==> config.mk <==
export PLATFORM = sky130hd
export DESIGN_NAME = global_history
export DESIGN_NICKNAME = d
export VERILOG_FILES = /design/src/design/mips_core_pkg.sv /design/src/design/global_history.sv
export VERILOG_INCLUDE_DIRS = /design/src /design/src/design
export SDC_FILE = /design/constraint.sdc
export NUM_CORES = 1
export LEC_CHECK = 0
export BUFFER_PORTS_ARGS = -buffer_cell sky130_fd_sc_hd__buf_2
export CORE_UTILIZATION = 25
export CTS_CLUSTER_DIAMETER = 80
export DETAILED_ROUTE_END_ITERATION = 6
export GPL_TIMING_DRIVEN = 1
export PLACE_DENSITY_LB_ADDON = 0.3
export SLEW_MARGIN = 20
export SYNTH_ARGS = -nofsm -noshare
export SYNTH_HDL_FRONTEND = slang
export SYNTH_SLANG_ARGS = --single-unit
==> constraint.sdc <==
create_clock -name clk -period 0.8 [get_ports clk]
set_input_delay 0.12 -clock clk [delete_from_list [all_inputs] [get_ports clk]]
set_output_delay 0.12 -clock clk [all_outputs]
set_load 0.05 [all_outputs]
==> src/design/predictor_consts.svh <==
`ifndef PREDICTOR_CONSTS_SVH
`define PREDICTOR_CONSTS_SVH

// pc and target width
`define ADDR_WIDTH 32

// global history length in bits
`define GHR_LEN 8

// number of perceptrons in the table
`define PERCEPTRON_COUNT 64

// signed weight width
`define WEIGHT_BITS 8

// integer part of 1.93 * history length + 14
`define TRAIN_THRESHOLD (((193 * `GHR_LEN) / 100) + 14)

`endif

==> src/design/mips_core_pkg.sv <==
package mips_core_pkg;

    // resolved or predicted branch direction
    typedef enum logic {
        NOT_TAKEN = 1'b0,
        TAKEN     = 1'b1
    } branch_outcome_t;

    // control transfer opcodes
    typedef enum logic [5:0] {
        J    = 6'h02,
        JAL  = 6'h03,
        BEQ  = 6'h04,
        BNE  = 6'h05,
        BLEZ = 6'h06,
        BGTZ = 6'h07
    } opcode_t;

    typedef struct packed {
        opcode_t     opcode;
        logic [4:0]  rs;
        logic [4:0]  rt;
        logic [15:0] imm;
    } i_type_t;

    typedef struct packed {
        opcode_t     opcode;
        logic [25:0] target;
    } j_type_t;

    // one fetched word, viewed as either format
    typedef union packed {
        i_type_t i_type;
        j_type_t j_type;
    } instr_word_u;

endpackage

==> src/design/global_history.sv <==
`timescale 1ns/1ps
`include "predictor_consts.svh"

module global_history
    import mips_core_pkg::*;
(
    input  logic                clk,
    input  logic                rst_n,
    input  logic                i_fb_valid,
    input  branch_outcome_t     i_fb_outcome,
    output logic [`GHR_LEN-1:0] o_ghr
);

    logic [`GHR_LEN-1:0] ghr_q;

    // newest outcome lands in bit 0
    always_ff @(posedge clk or negedge rst_n) begin
        if (!rst_n) begin
            ghr_q <= '0;
        end else if (i_fb_valid) begin
            ghr_q <= {ghr_q[`GHR_LEN-2:0], i_fb_outcome == TAKEN};
        end
    end

    assign o_ghr = ghr_q;

    a_fb_outcome_known: assert property (
        @(posedge clk) disable iff (!rst_n)
        i_fb_valid |-> !$isunknown(i_fb_outcome)
    ) else $error("feedback outcome unknown while strobe is high");

endmodule

[Word-level counts from Yosys, hierarchy flattened]
Index checks and enable logic that the tools add are counted.
Word-level totals
  register bits: 8
  input port bits: 4

[Longest topological paths before layout]
Gate-level depths: netlist (run 1).
  depth after elaboration: 0
  gate-level depth with buffers: 2
  gate-level depth less buffers: 1

[Worst setup path after synthesis (run 1)]
No wires, ideal clock.
  path kind: flip-flop to flip-flop
  start point: register, netlist name o_ghr[0]
  end point: register ghr_q[0] (netlist: o_ghr[0])
  arrival: 0.880 ns
  setup slack: -0.206 ns
  cell stages (with the launch flop): 2
  buffers on the path: 0
  cell sequence: dfrtp_1 > mux2_4
RTL lines
  to (signal assigned): RTL line global_history.sv:21  | ghr_q <= {ghr_q[`GHR_LEN-2:0], i_fb_outcome == TAKEN};
  to (decl): RTL line global_history.sv:14  | logic [`GHR_LEN-1:0] ghr_q;

[Worst setup path after layout (run 1)]
  start point: register ghr_q[1] (netlist: o_ghr[1])
  end point: output port o_ghr[1]
RTL lines
  to (decl): RTL line global_history.sv:11  | output logic [`GHR_LEN-1:0] o_ghr
No word-level cell between the ends.

==> results of run 1 <==
[path summary, 6_finish.rpt]
path                         startpoint       end  slack [ns]
min                        i_fb_outcome  o_ghr[0]        0.11
min in group asynchronous         rst_n  o_ghr[5]        0.23
max in group asynchronous         rst_n  o_ghr[6]        0.37
max reg2reg                    o_ghr[1]  o_ghr[1]       -0.13
min reg2reg                    o_ghr[7]  o_ghr[7]        0.53
max                            o_ghr[1]  o_ghr[1]       -0.14
[metal layers]
metal,routed length [µm],vias up,GRT usage,share of wire
met4,0,0,0.129,0
li1,-,100,-,-
met1,285,96,0.132,0.46
met5,0,-,0,0
met2,298,10,0.174,0.48
met3,35,0,0.0349,0.057
[Yosys cell counts]
master                    instances  area share
sky130_fd_sc_hd__dfrtp_1          8        0.60
sky130_fd_sc_hd__mux2_4           8        0.36
sky130_fd_sc_hd__buf_6            1       0.034
[layout make-up]
cell class,instances,share of cell area
Clock buffer,3,0.0410
Multi-Input combinational cell,8,0.219
Sequential cell,8,0.383
Tap cell,14,0.0319
Timing Repair Buffer,19,0.326
[cell families (layout without fill, tap and decap cells)]
| group | count (synthesis) | in the layout |
|---|---|---|
| muxes | 8 | 8 |
| buffers and inverters | 1 | 22 |
| DFF | 8 | 8 |
[what timing repair did]
| item | 4_1_cts | 5_1_grt |
|---|---|---|
| hold buffers | 1 | 0 |
| setup endpoints to repair | 9 | 16 |
| resized for setup | 19 | 0 |
| setup buffers | 7 | 0 |
| hold endpoints to repair | 8 | 0 |
[worst reg2reg max path, stage by stage, from the launching register on]
cell and delay, ns:
sky130_fd_sc_hd__dfrtp_2 0.41, sky130_fd_sc_hd__buf_4 0.14, sky130_fd_sc_hd__mux2_4 0.26
[power by group]
part / switching (W) / leakage, nW / internal, W
sequential: 0.0000868 / 0.0862 / 0.000535
combinational: 0.000526 / 0.168 / 0.000488
clock: 0.000132 / 0.0138 / 0.000171
total: 0.000745 / 0.268 / 0.00119
[metrics by stage]
stage	power [W]	utilization	setup slack, ns	TNS, ns	area [µm²]
final	0.00194	0.469	-0.138	-1.97	549
after global routing	0.00205	0.469	-0.171	-2.40	549
after CTS	0.00197	0.469	-0.153	-2.10	549
after detailed placement	0.00132	0.344	-0.0180	-0.123	403
after global placement	0.00132	0.344	-0.00565	-0.0399	403
after floorplan	0.00118	-	-0.115	-0.915	342
==> results.txt, run 1 <==
- For this run the aggregate overflow at the end of global routing stands at 0.
- Cells traversed along the worst timing path: buf_6
- The number of failing hold endpoints at the final stage is 0.
- Sinks on Clock Net: 8
* Global-route wire length before repair: 1080 µm
* Initial cell density of the core: 0.283
- Along the worst path, the maximum fanout reaches 2.
- The top cell types in the final layout, fill and taps aside, are sky130_fd_sc_hd__mux2_4 (8), sky130_fd_sc_hd__dfrtp_2 (8), sky130_fd_sc_hd__buf_6 (7), sky130_fd_sc_hd__buf_4 (6).
* Critical path required time: 0.68 ns
* RD Place Congestion: 0.630
- On the final layout, the worst hold slack is 0.106 ns.
- The number of slew-limit violations in the final report came to 0.
- The worst register-to-register path has a depth of 2.
- The worst hold path was traced through 2 stages.
* PortBufs: 11
- Counting flops and latches in the post-synthesis netlist gives 8.
* Number of nets at the end of the flow: 44
* Total Routed Length: 618 µm
- Post-Synthesis Mean Instance Area: 19.5 µm²
- Cell area after synthesis: 332 µm²
- Count of filler cells inserted in the layout: 110
- Share of post-route cells with drive strength above 1: 0.974
- For this run, the detailed router's first-pass iteration total came to 1.
- The share of the Yosys chip area taken by registers is 0.604.
- At the pin with the least slew margin, the transition time is 0.260 ns.
* Layout Cells excl Fill: 52
* Type of the worst setup path: flip-flop to output port
- Violations in the final reports: negative setup slack
* Number of antenna violations at the first check in global routing: 0
* Status: complete, but fails checks
- Die Span Y: 38.4 µm
- Number of clock buffers inserted by TritonCTS: 3
* Kind of cell adding the most delay to the critical path: flip-flops
- Worst vdd ir: 1440 µV
- In this run the number of H-tree levels came out at 1.
- Core region area: 1170 µm²
* Slowest Stage Delay on Critical Path: 0.41 ns
- Number of standard-cell rows in the floorplan: 12
- The Yosys step of the flow raised 0 warnings.
- In this run the remaining antenna-violating nets after routing total 0.
- Max cap viols: 0
- Headroom to the max-slew limit: 0.827
- In this run, distinct cell masters in the synthesized netlist total 3.
- The path class of the tightest hold or removal check is input pin to flip-flop.
* Vias per inst: 3.96
- Area share of and/or/nand/nor cells after synthesis: 0
- Clock insertion delay at the later pin of the skew report: 0.25 ns
- By area, the combinational part of the netlist is dominated by multiplexers.
- The clock passes through at most 2 buffers.
- TritonCTS built the clock tree.
* Xor and xnor area share after synthesis: 0
* Cell total after placement: 41
- Subtracting the final worst setup slack from the clock period gives 0.938 ns.
- The tree is rooted in a sky130_fd_sc_hd__clkbuf_4.
- Compound-Gate Fraction of Synth Area: 0
- The number of global-route vias before repair came to 249.
* # diodes: 0
- The die is 38.4 µm wide.
* Setup WS post-layout: -0.138 ns
* Count of unresolved DRC violations after routing: 0
- Boundary Pins: 12
- Adder and majority gate portion of the synthesized area: 0
- Gate count after technology mapping: 17
- Largest register FFs: 8
- Setup repair after global routing could not meet its margin everywhere.
- The slowest stage of the critical path belongs to the cell sky130_fd_sc_hd__dfrtp_2.
* Sequential Area: 210 µm²
* Register clock-pin slew on the reported worst setup and hold paths: 0.06 ns
* Post-synthesis mux area share: 0.362
* Drt initial violations: 0
- Critical path startpoint category: flip-flop
- For the final database, setup skew stands at 0.00755 ns.
- Based on the critical path, the design can be clocked at up to 1070 MHz.
* Arr. time, crit path: 0.82 ns
- Entering global routing, the biggest net connects 9 pins.
- The floorplan step defined a die boundary enclosing 1480 µm².
* Gr usage total: 0.120
* Instance count on the critical path: 1
- Capturing element type of the critical path: output port
* Leakage Power: 0.268 nW
* Fin crit share: 1.17
- The number of nets handed over by synthesis was 21.
- Synth-to-layout area growth: 65.7%
- Vias: 206
* Cell Pwr Density: 3530 nW/µm²
- In the final routed layout, each cell accounts on average for 11.9 µm.
- The number of buffers and inverters on the critical path is 1.
* Area taken by multi-input logic gates: 120 µm²
- Setup violations remaining at the end of the flow were counted as 16.
Note: power is estimated with default switching activity, not from simulation.
==> run 2, diff against run 1 <==
Settings changed: PLACE_DENSITY_LB_ADDON 0.3 to unset, REMOVE_ABC_BUFFERS set to 1.
==> run 2 against run 1 <==
- the flow still finishes with violations (negative setup slack)
- combinational power up 4%
- largest power group unchanged
- first-iteration DRC count up 1
- cell area shrank 0.46%
- critical endpoint is now o_ghr[2]
- highest routed layer unchanged
- final cell count is 1.9% higher
- hold slack better by 0.00085 ns
- clock power down 5%
- critical path depth is the same
==> results.txt, run 2 (synthesized netlist as in run 1, its figures left out) <==
* Initial cell density of the core: 0.283 (unchanged)
- Post-layout minimum cycle time: 0.920 ns (-0.0179 ns)
- Depth of the worst register-to-register path: 2 (unchanged)
* Worst reg2reg startpoint: o_ghr[2]
* Number of global-route vias before repair: 238 (-4.4%)
- The power spent charging and discharging nets was 0.000737 W (-1.0%).
- The critical path starts at o_ghr[2].
* Total Routed Length: 588 µm (-4.9%)
- Cell chosen for the clock root: sky130_fd_sc_hd__clkbuf_4
- The instance count on the critical path was 1 (unchanged).
- Vias per inst: 4.11 (+3.8%)
- The run finished, with violations left.
- Sequential Power Share: 0.310 (-0.011)
* Final Hold Vio Count: 0 (unchanged)
- The global routing usage summed across all routing layers came to 0.108 (-0.0123).
- Total number of H-tree levels: 1 (unchanged)
- Critical path required time: 0.68 ns (about the same)
- Pint: 0.00120 W (+0.68%)
- Hold depth: 2 (unchanged)
- The largest incremental delay on the critical path came to 0.40 ns (about the same).
* Fin crit share: 1.15 (-0.0224)
- Worst-case register-to-register setup slack: -0.11 ns (+0.02 ns)
- Global-route wire length before repair: 966 µm (-11%)
- Walking the worst path, the cells encountered are buf_6.
- Setup WS post-layout: -0.120 ns (+0.0179 ns)
- Design Power: 0.00194 W (about the same)
- The die area is 1480 µm² (unchanged).
- Die Span Y: 38.4 µm (unchanged)
- DRT antenna net count: 0 (unchanged)
- Clock insertion delay at the later pin of the skew report: 0.24 ns (about the same)
* Largest net degree at the start of global routing: 9 (unchanged)
* CP Max Fanout: 2 (unchanged)
- The initial antenna violation count was 0 (unchanged).
* Boundary Pins: 12 (unchanged)
- PortBufs: 11 (unchanged)
* Slowest stage cell on the critical path: sky130_fd_sc_hd__dfrtp_1
- Headroom to the max-slew limit: 0.830 (+0.00360)
- The number of slew-limit violations in the final report is 0 (unchanged).
- Max Freq: 1090 MHz (+1.9%)
- Hold Crit Class: input pin to flip-flop
- The final layout net count is 45 (+2.3%).
- 1st-pass router iterations: 2 (+1)
* Pre-CTS WS: -0.0188 ns (-0.000758 ns)
* Setup repair after global routing missed its margin: yes
- Final hold slack: 0.107 ns (+0.000846 ns)
- The number of setup violations in the final report came to 16 (unchanged).
- In this design, the largest share of critical-path delay is due to flip-flops.
- The data arrival time of the critical path came to 0.80 ns (-0.02 ns).
- Drt initial violations: 1 (+1)
- The final reports fail on negative setup slack.
* Vias: 218 (+5.8%)
- By startpoint and endpoint, the worst setup path is classified as flip-flop to output port.
- Register clock-pin slew on the reported worst setup and hold paths: 0.05 ns (about the same)
- The wire length per cell was 11.1 µm (-6.6%).
- Synth-to-layout area growth: 64.9%
- Total overflow reported by the global router: 0 (unchanged)
- Count of unresolved DRC violations after routing: 0 (unchanged)
* Number of buffers on the longest clock path: 2 (unchanged)
* Sinks on Clock Net: 8 (unchanged)
- The number of inserted diodes is 0 (unchanged).
- Commonest non-fill, non-tap cells in the layout: sky130_fd_sc_hd__buf_6 (11), sky130_fd_sc_hd__mux2_4 (8), sky130_fd_sc_hd__dfrtp_1 (8), sky130_fd_sc_hd__buf_4 (5)
- The worst setup path is launched from a flip-flop.
- The die boundary width is 38.4 µm (unchanged).
- The library cell used most frequently in the layout, excluding fill and tap cells, is sky130_fd_sc_hd__buf_6.
- Capturing element type of the critical path: output port
- The flip-flop count of the largest register after layout came to 8 (unchanged).
* Worst Path Buf+Inv: 1 (unchanged)
* Relative contribution of the clock network to total power: 0.148 (-0.008)
- Clock Skew: 0.00250 ns (-0.00505 ns)
- Max cap viols: 0 (unchanged)
- Core region area: 1170 µm² (unchanged)
* Final standard cell utilization of the core: 0.467 (-0.00214)
* Cell Pwr Density: 3550 nW/µm² (+0.49%)
- Leakage Power: 0.281 nW (+4.8%)
- The maximum vdd drop was 1430 µV (-0.88%).
* RD Place Congestion: 0.600 (-4.7%)
* Number of clock buffers inserted by TritonCTS: 3 (unchanged)
- The switching share of total power is 0.380 (-0.00397).
- The number of placement rows came to 12 (unchanged).
- Share of post-route cells with drive strength above 1: 0.769 (-0.204)
* Startpoint of the most critical hold path: i_fb_outcome
- TritonCTS built the clock tree.
* Part of the power in combinational logic: 0.542 (+0.019)
* Slew at the pin closest to its max-slew limit: 0.255 ns (-0.00540 ns)
- The post-route setup TNS was -1.68 ns (+0.294 ns).
## run 2: what timing repair did
action,CTS,global route
hold buffers,1,0
buffers inserted,8,0
pin swaps,0,0
setup endpoints to repair,8,16
resized for setup,16,3
hold endpoints to repair,8,0
## run 2: worst paths after layout
| check | endpoint |
|---|---|
| min | o_ghr[0] |
| max in group asynchronous | o_ghr[0] |
| min in group asynchronous | o_ghr[5] |
| max | o_ghr[2] |
| max reg2reg | o_ghr[2] |
| min reg2reg | o_ghr[7] |
## run 2: routing by layer
layer | track usage | share of wire | up-vias
li1 | - | - | 103
met2 | 0.169 | 0.52 | 11
met3 | 0.0349 | 0.058 | 0
met1 | 0.110 | 0.42 | 104
met4 | 0.103 | 0 | 0
met5 | 0 | 0 | -
## run 2: power by group through the flow
stage | combinational (W) | sequential, W | clock, W
finish | 0.00105 | 0.000602 | 0.000287
global route | 0.00109 | 0.000619 | 0.000341
CTS | 0.00102 | 0.000590 | 0.000311
detailed placement | 0.000703 | 0.000597 | 0
global placement | 0.000702 | 0.000592 | 0
floorplan | 0.000165 | 0.000977 | 0
## run 2: final cells by class
cell class / instances / area, µm²
Fill cell: 116 / 624
Sequential cell: 8 / 200
Timing Repair Buffer: 20 / 186
Multi-Input combinational cell: 8 / 120
Clock buffer: 3 / 22.5
Tap cell: 14 / 17.5
## run 2: metrics by stage
stage | cell area, µm² | std cells
2_1_floorplan | 320 | 16
3_3_place_gp | 393 | 41
3_5_place_dp | 393 | 41
4_1_cts | 536 | 53
5_1_grt | 547 | 53
6_report | 547 | 53
