**config.mk**
```make
export PLATFORM = sky130hd
export DESIGN_NAME = branch_decoder
export DESIGN_NICKNAME = d
export VERILOG_FILES = /design/src/design/mips_core_pkg.sv /design/src/design/branch_decoder.sv
export VERILOG_INCLUDE_DIRS = /design/src /design/src/design
export SDC_FILE = /design/constraint.sdc
export NUM_CORES = 1
export LEC_CHECK = 0
export ABC_AREA = 1
export BUFFER_PORTS_ARGS = -buffer_cell sky130_fd_sc_hd__buf_4
export CORE_MARGIN = 2
export CORE_UTILIZATION = 51
export DETAILED_ROUTE_END_ITERATION = 6
export PLACE_DENSITY = 0.87
export SYNTH_ARGS = -nofsm -noshare
export SYNTH_HDL_FRONTEND = slang
export SYNTH_SLANG_ARGS = --single-unit
```
**constraint.sdc**
```tcl
create_clock -name vclk -period 2
set_input_delay 0.1 -clock vclk [all_inputs]
set_output_delay 0.1 -clock vclk [all_outputs]
set_load 0.005 [all_outputs]
```
**src/design/predictor_consts.svh**
```systemverilog
`ifndef PREDICTOR_CONSTS_SVH
`define PREDICTOR_CONSTS_SVH

// pc and target width
`define ADDR_WIDTH 32

// global history length in bits
`define GHR_LEN 8

// number of perceptrons in the table
`define PERCEPTRON_COUNT 64

// signed weight width
`define WEIGHT_BITS 8

// integer part of 1.93 * history length + 14
`define TRAIN_THRESHOLD (((193 * `GHR_LEN) / 100) + 14)

`endif

```
**src/design/mips_core_pkg.sv**
```systemverilog
package mips_core_pkg;

    // resolved or predicted branch direction
    typedef enum logic {
        NOT_TAKEN = 1'b0,
        TAKEN     = 1'b1
    } branch_outcome_t;

    // control transfer opcodes
    typedef enum logic [5:0] {
        J    = 6'h02,
        JAL  = 6'h03,
        BEQ  = 6'h04,
        BNE  = 6'h05,
        BLEZ = 6'h06,
        BGTZ = 6'h07
    } opcode_t;

    typedef struct packed {
        opcode_t     opcode;
        logic [4:0]  rs;
        logic [4:0]  rt;
        logic [15:0] imm;
    } i_type_t;

    typedef struct packed {
        opcode_t     opcode;
        logic [25:0] target;
    } j_type_t;

    // one fetched word, viewed as either format
    typedef union packed {
        i_type_t i_type;
        j_type_t j_type;
    } instr_word_u;

endpackage

```
**src/design/branch_decoder.sv**
```systemverilog
`timescale 1ns/1ps
`include "predictor_consts.svh"

module branch_decoder
    import mips_core_pkg::*;
(
    input  logic [`ADDR_WIDTH-1:0] i_pc,
    input  instr_word_u            i_instr,
    output logic                   o_is_branch,
    output logic                   o_is_jump,
    output logic [`ADDR_WIDTH-1:0] o_target
);

    logic [`ADDR_WIDTH-1:0] pc_plus4;
    logic [`ADDR_WIDTH-1:0] branch_offset;
    logic [`ADDR_WIDTH-1:0] branch_target;
    logic [`ADDR_WIDTH-1:0] jump_target;

    assign pc_plus4 = i_pc + `ADDR_WIDTH'(4);

    // sign-extended word offset from the I-type view
    assign branch_offset = {{(`ADDR_WIDTH-18){i_instr.i_type.imm[15]}},
                            i_instr.i_type.imm, 2'b00};
    assign branch_target = pc_plus4 + branch_offset;

    // region of pc+4 with the J-type index appended
    assign jump_target = {pc_plus4[`ADDR_WIDTH-1:28], i_instr.j_type.target, 2'b00};

    always_comb begin
        o_is_branch = 1'b0;
        o_is_jump   = 1'b0;
        case (i_instr.i_type.opcode)
            BEQ, BNE, BLEZ, BGTZ: begin
                o_is_branch = 1'b1;
            end
            J, JAL: begin
                o_is_jump = 1'b1;
            end
            default: begin
                o_is_branch = 1'b0;
                o_is_jump   = 1'b0;
            end
        endcase
    end

    always_comb begin
        if (o_is_branch) begin
            o_target = branch_target;
        end else if (o_is_jump) begin
            o_target = jump_target;
        end else begin
            // fall-through address for anything else
            o_target = pc_plus4;
        end
    end

    a_kind_exclusive: assert final (!(o_is_branch && o_is_jump))
        else $error("decoder flagged a word as both branch and jump");

endmodule

```
==> results of run 1 <==
-- repair_timing --
| action | CTS |
|---|---|
| gates resized for setup | 213 |
| hold endpoints to repair | 0 |
| setup endpoints to repair | 27 |
| setup buffers | 22 |
| pin swaps | 94 |
-- kinds of logic after synthesis --
logic type	after synthesis	synth area share
buffers and inverters	124	0.1314
and+or+nand+nor	446	0.5282
adders and majority gates	38	0.1338
AOI/OAI and AO/OA	88	0.1386
xor gates and xnor gates	28	0.06794
-- synthesized netlist by cell type, types with 2 or more instances --
master    count  area share
xor2_1       18       0.044
xnor2_1      10       0.024
a31oi_1       5      0.0087
nor3_1        4      0.0055
nor2_4        3      0.0094
inv_1       111        0.12
a21oi_1      28       0.039
nand4_1      10       0.017
inv_2         2      0.0021
nand3b_1      7       0.015
ha_1         37        0.13
o21ai_2       3      0.0073
nand2_2       4      0.0069
or2_2         5      0.0087
o22ai_1       2      0.0035
o21ai_1       2      0.0028
buf_2         4      0.0055
nand2_1     260        0.27
clkbuf_1      6      0.0062
nor2_2        7       0.012
nor2_1       81       0.084
nand3_1      59       0.082
o21bai_1      6       0.012
o21ai_0      34       0.047
a21o_1        4      0.0083
o211ai_1      2      0.0042
-- per-layer routing --
layer / track usage / overflow
met5: 0.2597 / 1
met4: 0.7507 / 23
met3: 0.5834 / 0
met2: 0.9621 / 24
met1: 0.7061 / 1
-- per-stage QoR --
| stage | utilization | hold slack (ns) | instances |
|---|---|---|---|
| after global placement | 0.7967 | 0.4919 | 1026 |
| after floorplan | - | 0.2707 | 724 |
| after detailed placement | 0.7967 | 0.5011 | 1026 |
| after CTS | 0.9590 | 0.5008 | 1047 |
==> out/qor.csv, run 1 <==
metric,value,unit
grt_max_degree,32,
status,aborted with a tool error,
synth_warnings,0,
start_util,0.5284,
syn-num-nets,826,
grt_pass1_wl,44.28,mm
cts.hold.buffers_added,0,
syn_inst,724,
io_buffers,97,
placed_area,5443,um^2
dp_slack,-0.6860,ns
dieWidth,88.13,um
grt_overflow,49,
syn_area_per_cell,4.986,um^2
pin_count,98,
seq_area_frac_synth,0,
synth_cell_type_count,36,
place.gp.congestion,0.9735,
track_usage,0.7457,
std_cell_rows,30,
syn_area,3610,um^2
lastStage,5_1_grt,
hpwl,12.34,mm
fp.dieH,88.13,um
error_line,[ERROR GRT-0116] Global routing finished with congestion. Check the congestion regions in the DRC Viewer.,
grt_pass1_vias,8058,
==> run 2: changes to the inputs <==
- CORE_UTILIZATION: 51 -> 40
- PLACE_DENSITY: 0.87 -> default
- PLACE_DENSITY_LB_ADDON: default -> 0.15
- clock period: 2 -> 2.6 ns (I/O delays scaled with it)
==> run 2 against run 1 <==
  * The flow now finishes, with violations (setup timing)
  * Synthesized cell count did not move
  * Area after synthesis did not move
==> out/qor.csv, run 2 <==
metric,value,unit,change
synth_warnings,0,,unchanged
final_core_util,0.6925,,
placed_area,4971,um^2,was 5443 um^2
design.die.area,9800,um^2,
setup-violations-final,6,,
seq_area,0,um^2,
yosys.area.top_type,nand2_1,,unchanged
crit_path_max_fanout,3,,
post-route-min-period,2.649,ns,
hold-path-endpoint,o_target[0],,
wirelength,14.80,mm,
slew_violations,0,,
wire_per_inst,14.86,um,
hold_slack,0.5637,ns,
status,finished with violations,,was aborted with a tool error
ir_drop,0.09938,mV,
power_leakage,0.003075,uW,
dp_cells,991,,"was 1,026"
clock.fmax,0.3775,GHz,
yosysTopAreaCellShare,0.2704,,unchanged
antenna_found_initial,0,,
postRouteAntennaNets,0,,
io_buffers,97,,unchanged
startpoint_type,primary input,,
antenna_cells,0,,
num_vias,5295,,
grt_max_degree,35,,
slew_headroom,0.6287,,
violations,setup timing,,
tightest_slew,0.5569,ns,
via_per_inst,5.316,,
min_path_type,in -> out,,
dieWidth,99.00,um,was 88.13 um
grt_pass1_vias,4906,,
cts.hold.buffers_added,0,,unchanged
fin_ws,-0.04869,ns,
p_per_area,193.9,nW/um^2,
syn-num-nets,826,,unchanged
clkbuf_count,0,,
synth_area_leaders,"nand2_1 (27%), ha_1 (13%), inv_1 (12%), nor2_1 (8.4%), nand3_1 (8.2%)",,unchanged
min_period_over_period,1.019,,
drtIter0Drc,425,,
synth_cell_type_count,36,,unchanged
ys_top_cells_by_count,"nand2_1 (260), inv_1 (111), nor2_1 (81)",,unchanged
final_common_cell,nand2_1,,
std_cell_rows,34,,was 30
fin_cells,996,,
syn_area_per_cell,4.986,um^2,unchanged
drc_errors,0,,
seq_cells,0,,
hold_viol_final,0,,
start_util,0.4139,,was 0.5284
final_cell_mix,"nand2_1 (205), buf_4 (170), inv_1 (101), nand2_2 (48), nand3_1 (48)",,
critPathKind,in -> out,,
core-area,8721,um^2,
worst_ep_arrival_time,2.52,ns,
final_layout_size_suffix_gt1_frac,0.4212,,
syn_inst,724,,unchanged
grt_pass1_wl,22.24,mm,
whs_path_depth,4,,
yosysMostFrequentCell,nand2_1,,unchanged
rsz0062_at_grt,yes,,
nNetsFinal,992,,
seq_area_frac_synth,0,,unchanged
final_area,6040,um^2,
min-delay-start,i_pc[0],,
setup.worst_path.start,i_pc[9],,
syn_area,3610,um^2,unchanged
cap_violations,0,,
hpwl,10.85,mm,was 12.34 mm
nFillCells,730,,
place.gp.congestion,1.008,,was 0.9735
fp.dieH,99.00,um,was 88.13 um
grt_overflow,0,,
syn2layout_area_growth,67.31,%,
track_usage,0.2668,,
drt-pass1-iter-count,5,,
cp.required,2.47,ns,
pin_count,98,,unchanged
timing.critical_path.to_type,primary output,,
-- run 2: per-stage QoR --
stage / worst slack, ns / power [uW] / TNS [ns]
global route: -0.2137 / 1274 / -2.404
detailed placement: -0.1743 / 891.8 / -1.851
CTS: -0.005033 / 957.2 / -0.008615
floorplan: 0.3401 / 489.2 / 0
global placement: -0.1433 / 878.9 / -1.433
finish: -0.04869 / 1171 / -0.1546
-- run 2: power breakdown --
part | switching, uW | internal (uW)
combinational | 640 | 531
clock | 0 | 0
sequential | 0 | 0
-- run 2: logic make-up (layout without fill, tap and decap cells) --
| family | after synthesis | count (layout) | share of synthesized area |
|---|---|---|---|
| and+or+nand+nor | 446 | 446 | 0.5282 |
| buffers and inverters | 124 | 288 | 0.1314 |
| AOI/OAI and AO/OA | 88 | 88 | 0.1386 |
| adders and majority gates | 38 | 38 | 0.1338 |
| xor gates and xnor gates | 28 | 28 | 0.06794 |
-- run 2: how the worst max path moves through the flow --
stage,end,slack [ns]
detailed placement,o_target[27],-0.17
floorplan,o_target[26],0.34
finish,o_target[30],-0.05
global placement,o_target[27],-0.14
CTS,o_target[27],-0.005
global route,o_target[26],-0.21
-- run 2: layer usage --
metal	vias up	share of wire	track usage
met5	-	0	0
met4	0	0.034	0.06849
met3	39	0.068	0.01206
met2	233	0.47	0.4475
met1	2411	0.43	0.3739
li1	2612	-	-
-- run 2: worst max-delay path, stage by stage --
cell and delay (ns):
buf_4 0.10, nand2_1 0.10, nor2_2 0.16, buf_4 0.15, nand2_4 0.07, nor2_4 0.16
nand2_2 0.08, xor2_2 0.17, inv_2 0.10, ha_4 0.30, nand2_4 0.07, nor3_4 0.24
nand2_1 0.15, nor2_1 0.11, nand2_1 0.08, nand2_1 0.09, nand2_1 0.05, nand3_1 0.06
nand2_1 0.05, buf_4 0.13
-- run 2: area by class of cell --
type | instances | area (um^2) | share of cell area
inverter | 113 | 426.7 | 0.07064
timing repair buffer | 175 | 1340 | 0.2219
tap | 108 | 135.1 | 0.02237
multi-input combinational | 600 | 4138 | 0.6851
-- run 2: repair_timing --
action	4_1_cts	5_1_grt
endpoints found under the setup margin	21	22
setup buffers	2	4
resized for setup	60	165
pin swaps	20	83
(Power assumes the default switching activity.)
==> run 3: changes to the inputs <==
- PLACE_DENSITY: default -> 0.64
- PLACE_DENSITY_LB_ADDON: 0.15 -> default
==> run 3 against run 2 <==
  * The flow now finishes without violations
  * Combinational power shrank 7%
  * Sequential share of layout area is the same
  * Die area is the same
  * Utilization shrank 3.5 points
  * Non-clock buffer count shrank 17
  * Critical path type unchanged
  * Largest cell class unchanged
==> out/qor.csv, run 3 (synthesis results as in run 2) <==
metric,value,unit,change
fin_cells,979,,was 996
ir_drop,0.08612,mV,was 0.09938 mV
startpoint_type,primary input,,unchanged
setup-violations-final,0,,was 6
seq_area,0,um^2,unchanged
num_vias,5129,,"was 5,295"
tightest_slew,0.5612,ns,was 0.5569 ns
grt_overflow,0,,unchanged
wl_met2,6.653,mm,was 6.926 mm
drt-pass1-iter-count,4,,was 5
min_path_type,in -> out,,unchanged
cap_violations,0,,unchanged
postRouteAntennaNets,0,,unchanged
timing.critical_path.to_type,primary output,,unchanged
status,"finished, final reports clean",,was finished with violations
wire_per_inst,14.07,um,was 14.86 um
seq_cells,0,,unchanged
antenna_found_initial,0,,unchanged
whs_path_depth,4,,unchanged
final_common_cell,nand2_1,,unchanged
std_cell_rows,34,,unchanged
pin_count,98,,unchanged
power_leakage,0.002951,uW,was 0.003075 uW
slew_headroom,0.6255,,was 0.6287
io_buffers,97,,unchanged
grt_max_degree,35,,unchanged
cp.required,2.47,ns,about the same
syn2layout_area_growth,58.79,%,was 67.31%
wl_met1,6.135,mm,was 6.361 mm
clkbuf_count,0,,unchanged
min-delay-start,i_pc[0],,unchanged
worst_ep_arrival_time,2.47,ns,was 2.52 ns
crit_path_max_fanout,4,,was 3
via_per_inst,5.239,,was 5.316
grt_pass1_vias,4637,,"was 4,906"
dp_cells,972,,was 991
final_layout_size_suffix_gt1_frac,0.3674,,was 0.4212
nNetsFinal,975,,was 992
wirelength,13.78,mm,was 14.80 mm
grt_pass1_wl,21.28,mm,was 22.24 mm
drc_errors,0,,unchanged
post-route-min-period,2.596,ns,was 2.649 ns
hold_viol_final,0,,unchanged
place.gp.congestion,0.9919,,was 1.008
core-area,8721,um^2,unchanged
critPathKind,in -> out,,unchanged
nFillCells,825,,was 730
route.met3.wl,797,um,was 1.007 mm
clock.fmax,0.3853,GHz,was 0.3775 GHz
start_util,0.4139,,unchanged
p_per_area,190.9,nW/um^2,was 193.9 nW/um^2
hold_slack,0.5640,ns,was 0.5637 ns
slew_violations,0,,unchanged
dieWidth,99.00,um,unchanged
final_area,5732,um^2,was 6040 um^2
rsz0062_at_grt,yes,,unchanged
cts.hold.buffers_added,0,,unchanged
design.die.area,9800,um^2,unchanged
fp.dieH,99.00,um,unchanged
min_period_over_period,0.9983,,was 1.019
final_cell_mix,"nand2_1 (226), buf_4 (156), inv_1 (107), nor2_1 (54), nand3_1 (50)",,"was nand2_1 (205), buf_4 (170), inv_1 (101), nand2_2 (48), nand3_1 (48)"
final_core_util,0.6572,,was 0.6925
hold-path-endpoint,o_target[0],,unchanged
placed_area,4828,um^2,was 4971 um^2
drtIter0Drc,270,,was 425
antenna_cells,0,,unchanged
track_usage,0.2565,,was 0.2668
hpwl,10.75,mm,was 10.85 mm
top_layer,met4,,unchanged
==> run 3: power breakdown <==
group | internal (uW) | switching (uW) | leakage, uW | total [uW]
Clock | 0 | 0 | 0 | 0
Combinational | 497 | 597 | 0.00295 | 1090
Sequential | 0 | 0 | 0 | 0
==> run 3: through the flow <==
step | setup slack, ns | TNS (ns) | total power, uW
CTS | -0.02166 | -0.04252 | 909.1
finish | 0.004293 | 0 | 1094
floorplan | 0.3401 | 0 | 489.2
global route | -0.1807 | -1.647 | 1197
global placement | -0.1312 | -0.5005 | 842.9
detailed placement | -0.1882 | -1.336 | 856.4
==> run 3: worst max-delay path by stage <==
stage | start | endpoint | slack [ns] | depth (start not counted)
floorplan | i_pc[2] | o_target[26] | 0.34 | 18
global placement | i_pc[2] | o_target[31] | -0.13 | 20
detailed placement | i_pc[2] | o_target[31] | -0.19 | 20
CTS | i_pc[8] | o_target[31] | -0.02 | 21
global route | i_pc[7] | o_target[31] | -0.18 | 22
finish | i_pc[3] | o_target[24] | 0.004 | 19
==> run 3: metal layers <==
| layer | GRT usage | up-vias |
|---|---|---|
| li1 | - | 2588 |
| met1 | 0.3620 | 2323 |
| met2 | 0.4454 | 196 |
| met3 | 0.009220 | 22 |
| met4 | 0.03267 | 0 |
| met5 | 0 | - |
==> run 3: what timing repair did <==
action / in CTS / in global routing
endpoints found under the setup margin: 18 / 22
resized for setup: 44 / 130
setup buffers: 0 / 7
pin swaps: 9 / 53
hold endpoints to repair: 0 / 0
==> run 3: area by class of cell <==
cell class | instances | area (um^2) | share of cell area
inverters | 113 | 424.2 | 0.07400
multi-input cells | 600 | 3961 | 0.6911
well taps | 108 | 135.1 | 0.02358
repair buffers | 158 | 1211 | 0.2113
==> run 3: critical path, stage by stage <==
cell and delay (ns):
buf_12 0.09, buf_4 0.10, nand2_2 0.07, nor2_4 0.10, nand2_2 0.07, nor2_4 0.20
nand2_2 0.08, xor2_1 0.20, inv_2 0.12, ha_4 0.24, a21oi_2 0.16, buf_4 0.14
o21ai_0 0.09, a21oi_1 0.21, nand3_1 0.11, nand2_1 0.06, nand3_1 0.07, nand2_1 0.10
buf_4 0.11
==> run 4: changes to the inputs <==
- CORE_UTILIZATION: 40 -> 57
- PLACE_DENSITY: 0.64 -> 0.86
==> run 4 against run 3 <==
  * The flow now stops in 5_1_grt
  * Area after synthesis unchanged
  * Synthesized cell count unchanged
==> out/qor.csv, run 4 <==
metric,value,unit,change
status,aborted with a tool error,,"was finished, final reports clean"
lastStage,5_1_grt,,
error_line,"[ERROR DPL-0038] Utilization greater than 100%, impossible to legalize",,
syn_area,3610,um^2,unchanged
io_buffers,97,,unchanged
ys_top_cells_by_count,"nand2_1 (260), inv_1 (111), nor2_1 (81)",,unchanged
syn_area_per_cell,4.986,um^2,unchanged
seq_area_frac_synth,0,,unchanged
synth_warnings,0,,unchanged
synth_cell_type_count,36,,unchanged
hpwl,10.76,mm,was 10.75 mm
yosysMostFrequentCell,nand2_1,,unchanged
dp_cells,950,,was 972
start_util,0.5990,,was 0.4139
yosys.area.top_type,nand2_1,,unchanged
syn-num-nets,826,,unchanged
synth_area_leaders,"nand2_1 (27%), ha_1 (13%), inv_1 (12%), nor2_1 (8.4%), nand3_1 (8.2%)",,unchanged
place.gp.congestion,1.049,,was 0.9919
placed_area,4870,um^2,was 4828 um^2
syn_inst,724,,unchanged
worstEpCategory,output port,,
pin_count,98,,unchanged
timing.grt.repair.worst_endpoint,o_target[30],,
std_cell_rows,28,,was 34
cts.hold.buffers_added,0,,unchanged
grt_max_degree,32,,
yosysTopAreaCellShare,0.2704,,unchanged
dieWidth,83.58,um,was 99.00 um
fp.dieH,83.58,um,was 99.00 um
-- run 4: cell counts after synthesis --
Identical to the previous run, type by type.
-- run 4: per-stage QoR --
| stage | hold WS (ns) | setup TNS [ns] | setup slack [ns] |
|---|---|---|---|
| 4_1_cts | 0.5661 | -0.01422 | -0.005150 |
| 3_5_place_dp | 0.5652 | -2.681 | -0.2182 |
| 3_3_place_gp | 0.5517 | -0.9002 | -0.1153 |
| 2_1_floorplan | 0.3307 | 0 | 0.3401 |
-- run 4: kinds of logic after synthesis --
logic type,share of synthesized area
and+or+nand+nor,0.5282
buffers and inverters,0.1314
AOI/OAI and AO/OA,0.1386
xor gates and xnor gates,0.06794
adders and majority gates,0.1338
-- run 4: what timing repair did --
item | 4_1_cts
endpoints found under the setup margin | 21
endpoints found under the hold margin | 0
pin swaps | 36
setup buffers | 5
gates resized for setup | 79
